[src/verilog/div_pkg.sv]
/*
 * shared definitions of the divide unit
 * one-hot operation codes and their width,
 * operation class helpers (signed / word / remainder)
 */
package div_pkg;

  localparam int OP_W = 8;

  typedef logic [OP_W-1:0] div_op_t; // one-hot, high to low as listed below

  // ----------------------------------------
  // operation codes
  // ----------------------------------------
  localparam div_op_t DIV   = 8'b1000_0000; // signed quotient, full width
  localparam div_op_t DIVU  = 8'b0100_0000; // unsigned quotient, full width
  localparam div_op_t DIVUW = 8'b0010_0000; // unsigned quotient, half width
  localparam div_op_t DIVW  = 8'b0001_0000; // signed quotient, half width
  localparam div_op_t REM   = 8'b0000_1000; // signed remainder, full width
  localparam div_op_t REMU  = 8'b0000_0100; // unsigned remainder, full width
  localparam div_op_t REMUW = 8'b0000_0010; // unsigned remainder, half width
  localparam div_op_t REMW  = 8'b0000_0001; // signed remainder, half width

  // ----------------------------------------
  // class helpers
  // ----------------------------------------

  // operands taken as two's complement
  function automatic logic op_is_signed(div_op_t op);
    return |(op & (DIV | DIVW | REM | REMW));
  endfunction

  // W form, low half of the operands only
  function automatic logic op_is_word(div_op_t op);
    return |(op & (DIVUW | DIVW | REMUW | REMW));
  endfunction

  // result is the remainder, not the quotient
  function automatic logic op_is_rem(div_op_t op);
    return |(op & (REM | REMU | REMUW | REMW));
  endfunction

endpackage

[src/verilog/div_req_if.sv]
/*
 * request path from operand preparation to the divider core
 * start pulse, operand magnitudes, width flag, core idle level
 */
`timescale 1ns/1ns

interface div_req_if #(
  parameter int XLEN = 64
) ();

  logic            start;        // one cycle, load the core
  logic [XLEN-1:0] dividend_mag;  // word ops: magnitude sits in the upper half
  logic [XLEN-1:0] divisor_mag;
  logic            word;          // XLEN/2 iterations instead of XLEN
  logic            idle;          // core free to take a new operation

  modport prep (
    output start, dividend_mag, divisor_mag, word,
    input  idle
  );

  modport core (
    input  start, dividend_mag, divisor_mag, word,
    output idle
  );

endinterface

[src/verilog/div_res_if.sv]
/*
 * result path into the output side
 * raw core result, captured operation info, special-case value, hold flag
 */
`timescale 1ns/1ns

interface div_res_if import div_pkg::*; #(
  parameter int XLEN = 64
) ();

  logic            done;         // core finished, quo/rem valid this cycle
  logic [XLEN-1:0] quo;
  logic [XLEN-1:0] rem;
  div_op_t         op;            // captured at acceptance
  logic            neg_q;         // quotient needs negation
  logic            neg_s;         // remainder needs negation
  logic            special;       // divide by zero or overflow, use special_val
  logic [XLEN-1:0] special_val;
  logic            busy_hold;     // output side still holds a result

  modport core (output done, quo, rem);

  modport prep (
    output op, neg_q, neg_s, special, special_val,
    input  busy_hold
  );

  modport fixup (
    input  done, quo, rem, op, neg_q, neg_s, special, special_val,
    output busy_hold
  );

endinterface

[src/verilog/div_operand_prep.sv]
/*
 * input side of the divide unit
 * word sign extension, operand magnitudes,
 * divide-by-zero / overflow detection and acceptance control
 */
`timescale 1ns/1ns

module div_operand_prep import div_pkg::*; #(
  parameter int XLEN = 64
) (
  input  logic            clk,
  input  logic            rst_n,
  input  logic            div_valid_i,
  input  div_op_t         div_type_i,
  input  logic [XLEN-1:0] dividend_i,
  input  logic [XLEN-1:0] divisor_i,
  output logic            div_stall_o,
  div_req_if.prep         req,
  div_res_if.prep         res
);

  localparam int HALF = XLEN / 2;
  localparam logic [XLEN-1:0] MIN_VAL  = {1'b1, {(XLEN-1){1'b0}}};
  localparam logic [HALF-1:0] HMIN_VAL = {1'b1, {(HALF-1){1'b0}}};

  logic            signed_op, word_op, rem_op;
  logic [XLEN-1:0] dvd_w, dvs_w;       // width-selected operands
  logic            neg_dvd, neg_dvs;
  logic [XLEN-1:0] dvd_mag, dvs_mag;
  logic            div_zero, div_of;
  logic            special_case;
  logic [XLEN-1:0] special_val;
  logic            accept;
  logic            special_q;

  assign signed_op = op_is_signed(div_type_i);
  assign word_op   = op_is_word(div_type_i);
  assign rem_op    = op_is_rem(div_type_i);

  // ----------------------------------------
  // width selection and magnitudes
  // ----------------------------------------
  assign dvd_w = word_op ? {{HALF{dividend_i[HALF-1]}}, dividend_i[HALF-1:0]} : dividend_i;
  assign dvs_w = word_op ? {{HALF{divisor_i[HALF-1]}}, divisor_i[HALF-1:0]} : divisor_i;

  assign neg_dvd = signed_op & dvd_w[XLEN-1];
  assign neg_dvs = signed_op & dvs_w[XLEN-1];

  assign dvd_mag = neg_dvd ? (~dvd_w + 1'b1) : dvd_w;
  assign dvs_mag = neg_dvs ? (~dvs_w + 1'b1) : dvs_w;

  // ----------------------------------------
  // special cases
  // ----------------------------------------
  always_comb begin
    if (word_op) begin
      div_zero = ~|divisor_i[HALF-1:0];
      div_of   = signed_op & (dividend_i[HALF-1:0] == HMIN_VAL) & (&divisor_i[HALF-1:0]);
    end else begin
      div_zero = ~|divisor_i;
      div_of   = signed_op & (dividend_i == MIN_VAL) & (&divisor_i);
    end

    special_val = '0; // remainder of an overflow
    if (div_zero) begin
      special_val = rem_op ? dvd_w : {XLEN{1'b1}};
    end else if (div_of && !rem_op) begin
      special_val = word_op ? {{HALF{1'b1}}, HMIN_VAL} : MIN_VAL;
    end
  end

  assign special_case = div_zero | div_of;

  // ----------------------------------------
  // acceptance and core request
  // ----------------------------------------
  // special_q keeps a second request out while the special result is in flight
  assign accept = div_valid_i & req.idle & ~res.busy_hold & ~special_q;

  assign req.start        = accept & ~special_case;
  assign req.word         = word_op;
  assign req.dividend_mag = word_op ? {dvd_mag[HALF-1:0], {HALF{1'b0}}} : dvd_mag;
  assign req.divisor_mag  = word_op ? {{HALF{1'b0}}, dvs_mag[HALF-1:0]} : dvs_mag;

  assign div_stall_o = req.start | ~req.idle; // accepting cycle plus iteration

  always_ff @(posedge clk) begin
    if (rst_n) begin
      special_q <= 1'b0;
    end else begin
      special_q <= accept & special_case; // one-cycle pulse
    end
  end

  // operation info for the output side
  always_ff @(posedge clk) begin
    if (accept) begin
      res.op          <= div_type_i;
      res.neg_q       <= neg_dvd ^ neg_dvs;
      res.neg_s       <= neg_dvd;
      res.special_val <= special_val;
    end
  end

  assign res.special = special_q;

endmodule

[src/verilog/div_restoring_core.sv]
/*
 * iterative restoring divider core
 * one quotient bit per clock on unsigned magnitudes,
 * XLEN or XLEN/2 iterations depending on the word flag
 */
`timescale 1ns/1ns

module div_restoring_core #(
  parameter int XLEN = 64
) (
  input  logic    clk,
  input  logic    rst_n,
  div_req_if.core req,
  div_res_if.core res
);

  localparam int CNT_W = $clog2(XLEN) + 1;

  logic [2*XLEN-1:0] rq;          // {remainder, quotient}
  logic [2*XLEN-1:0] rq_next;
  logic [XLEN-1:0]   dvsr;
  logic [CNT_W-1:0]  cnt;         // iterations left
  logic              busy;
  logic              done_q;

  logic [XLEN:0]     rem_sh;      // shifted remainder incl. the bit shifted out
  logic [XLEN+1:0]   diff;        // trial subtraction, msb is the borrow

  // ----------------------------------------
  // one iteration
  // ----------------------------------------
  assign rem_sh = rq[2*XLEN-1:XLEN-1];
  assign diff   = {1'b0, rem_sh} - {2'b0, dvsr};

  always_comb begin
    if (diff[XLEN+1]) begin
      // borrow, restore
      rq_next = {rem_sh[XLEN-1:0], rq[XLEN-2:0], 1'b0};
    end else begin
      rq_next = {diff[XLEN-1:0], rq[XLEN-2:0], 1'b1};
    end
  end

  // ----------------------------------------
  // control
  // ----------------------------------------
  always_ff @(posedge clk) begin
    if (rst_n) begin
      busy   <= 1'b0;
      cnt    <= '0;
      done_q <= 1'b0;
    end else begin
      done_q <= 1'b0;
      if (req.start) begin
        busy <= 1'b1;
        cnt  <= req.word ? CNT_W'(XLEN / 2) : CNT_W'(XLEN);
      end else if (busy) begin
        cnt <= cnt - 1'b1;
        if (cnt == CNT_W'(1)) begin // last quotient bit
          busy   <= 1'b0;
          done_q <= 1'b1;
        end
      end
    end
  end

  // datapath
  always_ff @(posedge clk) begin
    if (req.start) begin
      rq   <= {{XLEN{1'b0}}, req.dividend_mag};
      dvsr <= req.divisor_mag;
    end else if (busy) begin
      rq <= rq_next;
    end
  end

  assign req.idle = ~busy;
  assign res.done = done_q;
  assign res.quo  = rq[XLEN-1:0];
  assign res.rem  = rq[2*XLEN-1:XLEN];

endmodule

[src/verilog/div_result_fixup.sv]
/*
 * output side of the divide unit
 * sign correction, quotient / remainder select, word extension,
 * result register held until the consumer is ready
 */
`timescale 1ns/1ns

module div_result_fixup import div_pkg::*; #(
  parameter int XLEN = 64
) (
  input  logic            clk,
  input  logic            rst_n,
  input  logic            result_ready_i,
  output logic [XLEN-1:0] result_o,
  output logic            result_ok_o,
  div_res_if.fixup        res
);

  localparam int HALF = XLEN / 2;

  logic [XLEN-1:0] q_fix, r_fix;   // signs restored
  logic [XLEN-1:0] sel;
  logic [XLEN-1:0] fixed;
  logic [XLEN-1:0] result_q;
  logic            ok_q;
  logic            load;

  // ----------------------------------------
  // sign correction and selection
  // ----------------------------------------
  assign q_fix = res.neg_q ? (~res.quo + 1'b1) : res.quo;
  assign r_fix = res.neg_s ? (~res.rem + 1'b1) : res.rem;

  assign sel = op_is_rem(res.op) ? r_fix : q_fix;

  always_comb begin
    if (!op_is_word(res.op)) begin
      fixed = sel;
    end else if (op_is_signed(res.op)) begin
      fixed = {{HALF{sel[HALF-1]}}, sel[HALF-1:0]}; // divw / remw
    end else begin
      fixed = {{HALF{1'b0}}, sel[HALF-1:0]};        // divuw / remuw
    end
  end

  // ----------------------------------------
  // result hold
  // ----------------------------------------
  assign load = ~ok_q & (res.done | res.special);

  always_ff @(posedge clk) begin
    if (rst_n) begin
      ok_q <= 1'b0;
    end else if (ok_q) begin
      if (result_ready_i) begin
        ok_q <= 1'b0; // consumer took it
      end
    end else if (load) begin
      ok_q <= 1'b1;
    end
  end

  always_ff @(posedge clk) begin
    if (load) begin
      result_q <= res.special ? res.special_val : fixed;
    end
  end

  assign result_ok_o   = ok_q;
  assign result_o      = ok_q ? result_q : '0;
  assign res.busy_hold = ok_q; // blocks new requests in the prep

endmodule

[src/verilog/div_unit.sv]
/*
 * divide unit top level
 * operand prep, restoring core and result fixup joined by two interfaces
 */
`timescale 1ns/1ns

module div_unit import div_pkg::*; #(
  parameter int XLEN = 64
) (
  input  logic            clk,
  input  logic            rst_n,
  input  logic            div_valid_i,
  input  div_op_t         div_type_i,
  input  logic [XLEN-1:0] dividend_i,
  input  logic [XLEN-1:0] divisor_i,
  input  logic            result_ready_i,
  output logic [XLEN-1:0] result_o,
  output logic            div_stall_o,
  output logic            result_ok_o
);

  div_req_if #(.XLEN(XLEN)) req_if ();
  div_res_if #(.XLEN(XLEN)) res_if ();

  // input side
  div_operand_prep #(.XLEN(XLEN)) u_prep (
    .clk         (clk),
    .rst_n       (rst_n),
    .div_valid_i (div_valid_i),
    .div_type_i  (div_type_i),
    .dividend_i  (dividend_i),
    .divisor_i   (divisor_i),
    .div_stall_o (div_stall_o),
    .req         (req_if.prep),
    .res         (res_if.prep)
  );

  div_restoring_core #(.XLEN(XLEN)) u_core (
    .clk   (clk),
    .rst_n (rst_n),
    .req   (req_if.core),
    .res   (res_if.core)
  );

  // output side
  div_result_fixup #(.XLEN(XLEN)) u_fixup (
    .clk            (clk),
    .rst_n          (rst_n),
    .result_ready_i (result_ready_i),
    .result_o       (result_o),
    .result_ok_o    (result_ok_o),
    .res            (res_if.fixup)
  );

endmodule
[config.mk]
export PLATFORM = sky130hd
export DESIGN_NAME = div_unit
export DESIGN_NICKNAME = d
export VERILOG_FILES = /design/src/verilog/div_pkg.sv /design/src/verilog/div_req_if.sv /design/src/verilog/div_res_if.sv /design/src/verilog/div_operand_prep.sv /design/src/verilog/div_restoring_core.sv /design/src/verilog/div_result_fixup.sv /design/src/verilog/div_unit.sv
export SDC_FILE = /design/constraint.sdc
export NUM_CORES = 1
export LEC_CHECK = 0
export BUFFER_PORTS_ARGS = -buffer_cell sky130_fd_sc_hd__buf_2
export CORE_AREA = 2 2 203 205
export CTS_CLUSTER_DIAMETER = 80
export DETAILED_ROUTE_END_ITERATION = 12
export DIE_AREA = 0 0 205 207
export GPL_TIMING_DRIVEN = 0
export PLACE_DENSITY = 0.83
export SLEW_MARGIN = 25
export SYNTH_ARGS = -nofsm -noshare
export SYNTH_HDL_FRONTEND = slang
export SYNTH_SLANG_ARGS = --single-unit
[constraint.sdc]
create_clock -name clk -period 28.9 [get_ports clk]
set_input_delay 1.445 -clock clk [delete_from_list [all_inputs] [get_ports clk]]
set_output_delay 1.445 -clock clk [all_outputs]
set_load 0.05 [all_outputs]
After elaboration in Yosys (flattened, before gate mapping)
Index checks and enable logic that the tools add are counted.

storage, ports and cells
  bits in registers = 341
  latch bits = 0
  memory bits (writable) = 0
  memory bits (read-only) = 0
  bits of input ports = 140
  word-level logic and storage cells = 94
  memories kept = 0

operators by class
  add/subtract/negate cells = 6
  multipliers = 0
  div/mod/pow operators = 0
  order comparisons = 0
  eq/ne operators = 3
  shift-type cells = 0
  muxes and demuxes = 31
  bitwise logic cells = 24
  reductions and logical operators = 16

operators by type and width
  operator                                                             count
  64-bit two-way mux                                                   17
  64-bit by 1-bit adder with 64-bit output (second input constant)     4
  64-bit NOT                                                           4
  128-bit two-way mux                                                  1
  65-bit by 64-bit subtractor with 66-bit output                       1
  64-bit == test (second input constant)                               1
  64-bit AND reduction                                                 1
  64-bit OR reduction                                                  1
  63-bit two-way mux                                                   1
  32-bit == test (second input constant)                               1
  32-bit AND reduction                                                 1
  32-bit OR reduction                                                  1
  4-bit OR reduction                                                   6
  7-bit two-way mux                                                    3
  1-bit bitwise AND                                                    12
  1-bit two-way mux                                                    9
  7-bit by 1-bit == test with 1-bit output (second input constant)     1
  7-bit by 1-bit subtractor with 7-bit output (second input constant)  1
  1-bit NOT                                                            4
  1-bit zero test                                                      3
  1-bit bitwise OR                                                     3
  3-bit OR reduction                                                   1
  2-bit nonzero test                                                   1
  1-bit logical AND                                                    1
  1-bit XOR                                                            1

Logic depth before layout (Yosys ltp)
Gate-level depths: netlist (run 1).

  depth after elaboration = 8
  gate-level depth with buffers = 15
  mapped depth without buffers = 14

Cells and area by module
Synthesis (run 1) repeated with hierarchy kept, for this count alone.

second synthesis, totals
  cell total of the unflattened synthesis = 3046
  area, all modules = 26292.7 µm²

by module, submodules not included
  module              times used  cells each  area each (µm²)  sequential area each (µm²)
  div_restoring_core  1           1273        12141.6          5305.1
  div_operand_prep    1           920         7183.1           2242.2
  div_result_fixup    1           853         6967.9           1941.9

Worst setup path after synthesis (run 1)
No wires, ideal clock.

  path kind = in2out
  start = input div_valid_i
  end = output div_stall_o
  data arrival time = 14.935 ns
  data required time = 27.455 ns
  slack = 12.520 ns
  stages = 6
  path through = nor4b_1 > nand3_1 > inv_1 > nor2_1 > clkbuf_1 > inv_1

between the ends
  longest elaborated chain between the ends = 5

RTL lines
  what                            line                    source
  start: declaration              div_unit.sv:12          input logic div_valid_i,
  1-bit bitwise AND (3 in a row)  div_operand_prep.sv:78  assign accept = div_valid_i & req.idle & ~res.busy_hold & ~special_q;
  1-bit bitwise AND               div_operand_prep.sv:80  assign req.start = accept & ~special_case;
  net req_if.start                div_req_if.sv:11        logic start;
  1-bit bitwise OR                div_operand_prep.sv:85  assign div_stall_o = req.start | ~req.idle;
  end: declaration                div_unit.sv:18          output logic div_stall_o,

The timed path passes the listed nets, and every way through them passes these cells.

Worst setup path after layout (run 1)
  start = input dividend_i[31]
  end = output div_stall_o

between the ends
  longest elaborated chain between the ends = 8
  elaborated cells between the ends (all ways) = 11

RTL lines
  what                                               line                                            source
  start: declaration                                 div_unit.sv:14                                  input logic [XLEN-1:0] dividend_i,
  64-bit == test or 32-bit == test (tied branches)   div_operand_prep.sv:61, div_operand_prep.sv:58
  1-bit bitwise AND (on tied branches) (2 in a row)  div_operand_prep.sv:61, div_operand_prep.sv:58
  1-bit two-way mux (*)                              div_operand_prep.sv:56                          if (word_op) begin
  1-bit bitwise OR (*)                               div_operand_prep.sv:72                          assign special_case = div_zero | div_of;
  1-bit NOT (*)                                      div_operand_prep.sv:80
  1-bit bitwise AND (*)                              div_operand_prep.sv:80
  net req_if.start                                   div_req_if.sv:11
  1-bit bitwise OR (*)                               div_operand_prep.sv:85

Mark *: on every way through the listed nets, which the timed path passes. The rest lies on a longest branch.

==> results.py, run 1 <==
metrics = {
    "timing": {
        "setup_tns_ns": 0,
        "drv_slew": 0,
        "timing.final.hold_violations": 0,
        "worst_pin_slew_ns": 1.04,
        "fin_crit_sh_pct": 30.3,
        "max_freq_mhz": 114,
        "fin_crit_ns": 8.77,
        "report.final.setup_viol": 0,
        "rsz0062_at_grt": "no",
        "clock_skew_ns": 0.0347,
        "max_slew_margin_pct": 30.4,
    },
    "routing": {
        "viasPerCell": 6.65,
        "wl_per_cell_um": 24.7,
        "postRouteAntennaNets": 0,
        "first_pass_iters": 7,
        "drt_iter0_markers": 3640,
        "finalWirelength_um": 93000,
        "drc_errors": 0,
        "via_count": 25096,
    },
    "clocking": {
        "cts_made_buffers": 40,
        "cts_setup_buffers": 0,
        "tritoncts": "built",
        "path_clk_slew_ns": 0.06,
        "ctsLongestPathBuffers": 3,
        "clock_latency_ns": 0.60,
        "root_buffer": "clkbuf_16",
        "clock_sinks": 340,
        "holdBufCountCts": 0,
        "cts_resized": 0,
        "htreeDepth": 2,
    },
    "hold_path": {
        "worstHoldStart": "u_core.cnt[6]",
        "hp-class": "reg -> reg",
    },
    "floorplanning": {
        "die_x_um": 205,
        "ios": 206,
        "start_util_pct": 61.1,
        "die_area_um2": 42400,
        "die_h_um": 207,
        "core_area_um2": 40400,
        "rows": 74,
    },
    "pwr": {
        "power_density_nw_per_um2": 83.9,
        "peakVddDrop_mv": 0.0513,
        "finalPower_mw": 2.34,
        "p_leak_nw": 10.7,
    },
    "synth": {
        "synthCells": 2943,
        "ys_async_sr_fraction_pct": 0,
        "yosys_most_used_dff": "edfxtp_1",
        "ys_types": 71,
        "synth_edf_count": 265,
        "synth_nets": 3155,
        "synth.yosys.seq_area_share_pct": 38.4,
        "ys_ff_latch": 340,
        "netlist_area_um2": 24700,
        "synth_area_per_cell_um2": 8.38,
        "yosysTopAreaCell": "edfxtp_1",
        "synth_top_area_share_pct": 32.3,
        "yosys_warnings": 0,
        "ys_top_cells_by_area": "edfxtp_1 (32%), dfxtp_1 (6.1%), xnor2_1 (5.8%)",
    },
    "global_route": {
        "grt_pass1_vias": 23490,
        "grt_max_degree": 39,
        "grt.total_usage_pct": 43.0,
        "grt_overflow": 0,
        "antenna_found_initial": 2,
        "grt_first_pass_wirelength_um": 139000,
    },
    "place": {
        "numPortBuffers": 200,
        "place_inst": 3697,
        "hpwlAfterDp_um": 73000,
        "place.gp.congestion": 1.02,
    },
    "worst_setup_path": {
        "arrival_ns": 7.33,
        "worstSetupStartpointType": "input port",
        "required_ns": 27.45,
        "ff2ff_setup_slack_ns": 23.61,
        "crit_path_end_kind": "primary output",
        "r2r_cells": 13,
        "cp-startpoint": "dividend_i[31]",
        "r2r_end": "u_core.rq[93]",
        "criticalPathCategory": "in -> out",
        "r2r-start": "u_core.rq[71]",
        "crit_slowest_cell": "nor4b_1",
        "cpPeakStageDelay_ns": 0.76,
        "cp-endpoint": "div_stall_o",
        "cp_cell_sequence": "clkbuf_1, nor4b_1, nand4_1, nor4_1, nand4b_1, a211o_1, nand3_1, inv_4, buf_12, nor2_1, clkbuf_1, inv_4, buf_12, buf_2",
        "worstPathMaxFanout": 38,
    },
    "run_status": {
        "status": "finished, final reports clean",
    },
    "cells_and_area": {
        "fillers": 3351,
        "layout.nets": 3419,
        "finalNonFillerCells": 3771,
        "syn2layout_area_growth_pct": 13.2,
        "drive_gt1_share_pct": 10.4,
    },
    "job": {
        "drv_cap": 0,
    },
}
==> cell usage in the layout, fill, tap and decap left out, types with 38 or more instances in the layout <==
master	count
edfxtp_1	265
nand4_1	51
clkbuf_1	176
dfxtp_1	75
xor2_1	133
o31ai_1	102
ha_1	71
or3_1	66
clkbuf_16	41
a21oi_1	281
nor3_1	44
inv_1	124
xnor2_1	163
and2_1	72
buf_2	219
nand2_1	302
or4_1	38
o21ai_0	268
nor2_1	287
==> logic make-up (layout without fill, tap and decap cells) <==
kind of cell	Yosys count	after routing	synth area share, %
compound gates	889	889	22.0
xor+xnor	296	296	10.5
fa+ha+maj	72	72	3.68
buf+inv	311	606	4.75
flops	340	340	38.4
mux	17	17	0.731
other cells	0	1	0
simple gates	1018	1018	19.9
==> state kept, by name, indices dropped and copies added (netlist names) <==
signal / flops
u_prep.res.op: 7
u_core.res.done: 1
u_prep.res.neg_q: 1
u_prep.res.special: 1
u_core.busy: 1
u_core.cnt: 7
u_prep.res.neg_s: 1
u_prep.res.special_val: 64
u_fixup.res.busy_hold: 1
u_core.rq: 128
u_core.dvsr: 64
u_fixup.result_q: 64
==> per-stage QoR <==
stage | hold WS (ns) | setup WS [ns] | instance area, um2 | utilization (%)
global route | 0.541 | 20.07 | 27900 | 69.2
detailed placement | 0.502 | 20.43 | 26600 | 65.8
CTS | 0.517 | 20.43 | 27900 | 69.2
finish | 0.519 | 20.13 | 27900 | 69.2
floorplan | 0.470 | 12.52 | 24700 | -
global placement | 0.494 | 3.29 | 26300 | 65.2
==> critical path: cells and delay by family <==
kind,cells,cell delay [ns]
buf+inv,7,2.68
compound gates,1,0.42
simple gates,6,2.71
==> final cells by class <==
class / count / area, um2 / share of cell area (%)
buffer: 185 / 698 / 2.50
multi-input combinational: 2292 / 14100 / 50.4
sequential: 340 / 9460 / 33.9
clock inverter: 26 / 302 / 1.08
timing repair buffer: 222 / 1180 / 4.24
antenna: 1 / 2.50 / 0.00896
inverter: 126 / 478 / 1.71
tap: 532 / 666 / 2.38
clock buffer: 47 / 1050 / 3.75
==> power breakdown <==
| group | total (mW) | internal (mW) | leakage (nW) | switching, mW |
|---|---|---|---|---|
| clock network | 0.532 | 0.308 | 0.655 | 0.223 |
| registers | 0.756 | 0.625 | 3.19 | 0.131 |
| logic | 1.05 | 0.375 | 6.85 | 0.680 |
| total | 2.34 | 1.31 | 10.7 | 1.03 |
==> worst min-delay path by stage <==
| stage | to | slack (ns) | cells past startpoint |
|---|---|---|---|
| floorplan | u_core.rq[73] | 0.47 | 2 |
| global placement | u_core.cnt[6] | 0.49 | 2 |
| detailed placement | u_core.cnt[4] | 0.50 | 2 |
| CTS | u_core.cnt[6] | 0.52 | 2 |
| global route | u_core.cnt[6] | 0.54 | 2 |
| finish | u_core.cnt[6] | 0.52 | 2 |
==> routing by layer <==
layer | wire length, um | up-vias | GRT usage, % | share of wire (%)
li1 | - | 11201 | - | -
met1 | 34400 | 11696 | 56.5 | 37
met2 | 41200 | 1821 | 65.8 | 44
met3 | 10500 | 378 | 6.62 | 11
met4 | 6960 | 0 | 28.2 | 7.5
met5 | 0 | - | 0 | 0
==> synthesized netlist by cell type, types with 45 or more instances <==
library cell and number:
a21oi_1 281, dfxtp_1 75, inv_1 126, ha_1 71, xnor2_1 163, edfxtp_1 265
o21ai_0 268, nor2_1 288, nor3_1 45, nand2_1 302, and2_1 72, nand4_1 51
clkbuf_1 170, o31ai_1 102, or3_1 66, xor2_1 133
Note: power is estimated with default switching activity, not from simulation.
==> inputs of run 2 (changes only) <==
- CORE_AREA: 2 2 203 205 -> 2 2 213 215
- DIE_AREA: 0 0 205 207 -> 0 0 215 217
- PLACE_DENSITY: 0.83 -> 0.79
- clock period: 28.9 -> 7.68 ns (I/O delays scaled with it)
==> run 2 against run 1 <==
Against the previous run:
- global-route usage decreased by 4.9 points
- flip-flop and latch count is the same
- cell area is 0.46% higher
- combinational power grew to 3.8 times the previous value
- die area increased by 9.9%
- critical endpoint unchanged
- highest routed layer is now met5
==> results.py, run 2 (same netlist as run 1, synthesis figures left out) <==
metrics = {
    "cells_and_area": {
        "largest_reg_flops": 128,
        "top_register": "u_core.rq",
        "syn2layout_area_growth_pct": 13.8,
        "layout.nets": 3414,
        "final_cell_mix": "nand2_1 (302), nor2_1 (287), a21oi_1 (281), o21ai_0 (268), edfxtp_1 (265)",
        "drive_gt1_share_pct": 10.5,
        "final_common_cell": "nand2_1",
        "final_util_pct": 62.8,
    },
    "timing": {
        "max_freq_mhz": 151,
        "fin_crit_ns": 6.63,
        "worst_pin_slew_ns": 1.05,
        "clock_skew_ns": 0.0211,
        "max_slew_margin_pct": 29.3,
        "timing.final.hold_violations": 0,
        "report.final.setup_viol": 0,
        "rsz0062_at_grt": "no",
        "layout_setup_ws_ns": 1.05,
        "fin_crit_sh_pct": 86.4,
        "drv_slew": 0,
    },
    "worst_setup_path": {
        "r2r_cells": 10,
        "crit_path_end_kind": "primary output",
        "required_ns": 7.30,
        "cpLargestDelayFamily": "simple AND/OR/NAND/NOR gates",
        "cp-startpoint": "dividend_i[31]",
        "path_common_cell": "clkbuf_1",
        "cpPeakStageDelay_ns": 0.71,
        "critPathBufInv": 6,
        "cp_cell_sequence": "clkbuf_1, nor4b_1, nand4_1, nor4_1, nand4b_1, a211o_1, nand3_1, clkinvlp_4, nor2_1, clkbuf_1, inv_4, buf_12, buf_2",
        "criticalPathCategory": "in -> out",
        "r2r_end": "u_core.rq[54]",
        "worstPathMaxFanout": 35,
        "worstSetupStartpointType": "input port",
        "ff2ff_setup_slack_ns": 2.82,
        "crit_slowest_cell": "nor4_1",
        "arrival_ns": 6.25,
        "r2r-start": "u_prep.res.special",
    },
    "global_route": {
        "grt_pass1_vias": 23127,
        "grt.total_usage_pct": 38.0,
        "antenna_found_initial": 3,
        "grt_overflow": 0,
        "grt_max_degree": 36,
        "grt_first_pass_wirelength_um": 136000,
    },
    "floorplanning": {
        "rows": 78,
        "die_h_um": 217,
        "ios": 206,
        "core_area_um2": 44700,
        "die_x_um": 215,
        "start_util_pct": 55.2,
        "die_area_um2": 46700,
    },
    "routing": {
        "postRouteAntennaNets": 0,
        "via_count": 24636,
        "wl_per_cell_um": 23.8,
        "viasPerCell": 6.43,
        "finalWirelength_um": 91200,
        "first_pass_iters": 8,
        "drc_errors": 0,
        "drt_iter0_markers": 3727,
    },
    "place": {
        "hpwlAfterDp_um": 71700,
        "numPortBuffers": 200,
        "place_ws_ns": 1.30,
        "place.gp.congestion": 1.02,
    },
    "job": {
        "drv_cap": 0,
    },
    "clocking": {
        "ctsLongestPathBuffers": 3,
        "path_clk_slew_ns": 0.06,
        "tritoncts": "built",
        "clock_sinks": 340,
        "holdBufCountCts": 0,
        "cts_setup_buffers": 0,
        "clock_latency_ns": 0.58,
        "cts_resized": 0,
        "cts_made_buffers": 40,
        "htreeDepth": 2,
        "root_buffer": "clkbuf_16",
    },
    "pwr": {
        "peakVddDrop_mv": 0.181,
        "finalPower_mw": 8.76,
        "power_density_nw_per_um2": 312,
        "p_leak_nw": 10.7,
    },
    "hold_path": {
        "hp-class": "in -> reg",
        "worstHoldStart": "div_type_i[7]",
        "holdPathEnd": "u_prep.res.op[7]",
        "hold_depth": 1,
    },
    "run_status": {
        "status": "finished, final reports clean",
    },
}
==> run 2: worst max path at each step <==
stage	slack, ns	to	depth (start not counted)
global route	0.90	div_stall_o	14
CTS	1.27	div_stall_o	13
global placement	-3.38	div_stall_o	8
detailed placement	1.30	div_stall_o	13
floorplan	0.30	u_core.rq[0]	6
finish	1.05	div_stall_o	13
==> run 2: per-layer routing <==
metal,GRT usage (%),part of all wire [%],vias up
met5,0,0.045,-
met3,6.72,11,375
met2,59.5,44,1641
met1,48.3,37,11423
li1,-,-,11195
met4,25.9,7.6,2
==> run 2: worst reg2reg max path: stages (launching register included) <==
cell,delay [ns]
dfxtp_1,0.30
clkbuf_1,0.34
nor4b_4,0.84
buf_6,0.27
buf_8,0.17
nand3_1,0.62
clkinvlp_4,0.63
nor2_1,0.15
clkbuf_1,0.40
inv_4,0.53
buf_12,0.29
==> run 2: stage by stage <==
stage / area [um2] / instances / hold WS, ns / setup TNS [ns]
finish: 28100 / 3834 / 0.0214 / 0
global route: 28000 / 3832 / 0.0101 / 0
CTS: 28000 / 3832 / 0.00506 / 0
detailed placement: 26700 / 3760 / 0.504 / 0
global placement: 26400 / 3743 / 0.494 / -266.80
floorplan: 24700 / 2943 / 0.453 / 0
==> run 2: final cells by class <==
cell class	count	area [um2]
fillers	3952	16600
multi-input cells	2292	14100
flip-flops and latches	340	9460
repair buffers	217	1210
clock buffers	56	1210
well taps	600	751
plain buffers	185	698
inverters	126	479
clock inverters	16	143
diodes	2	5.00
==> run 2: power breakdown <==
group / total, mW / internal, mW / switching [mW]
Clock: 1.95 / 1.14 / 0.815
Sequential: 2.85 / 2.35 / 0.495
Combinational: 3.96 / 1.42 / 2.54
Total: 8.76 / 4.91 / 3.85
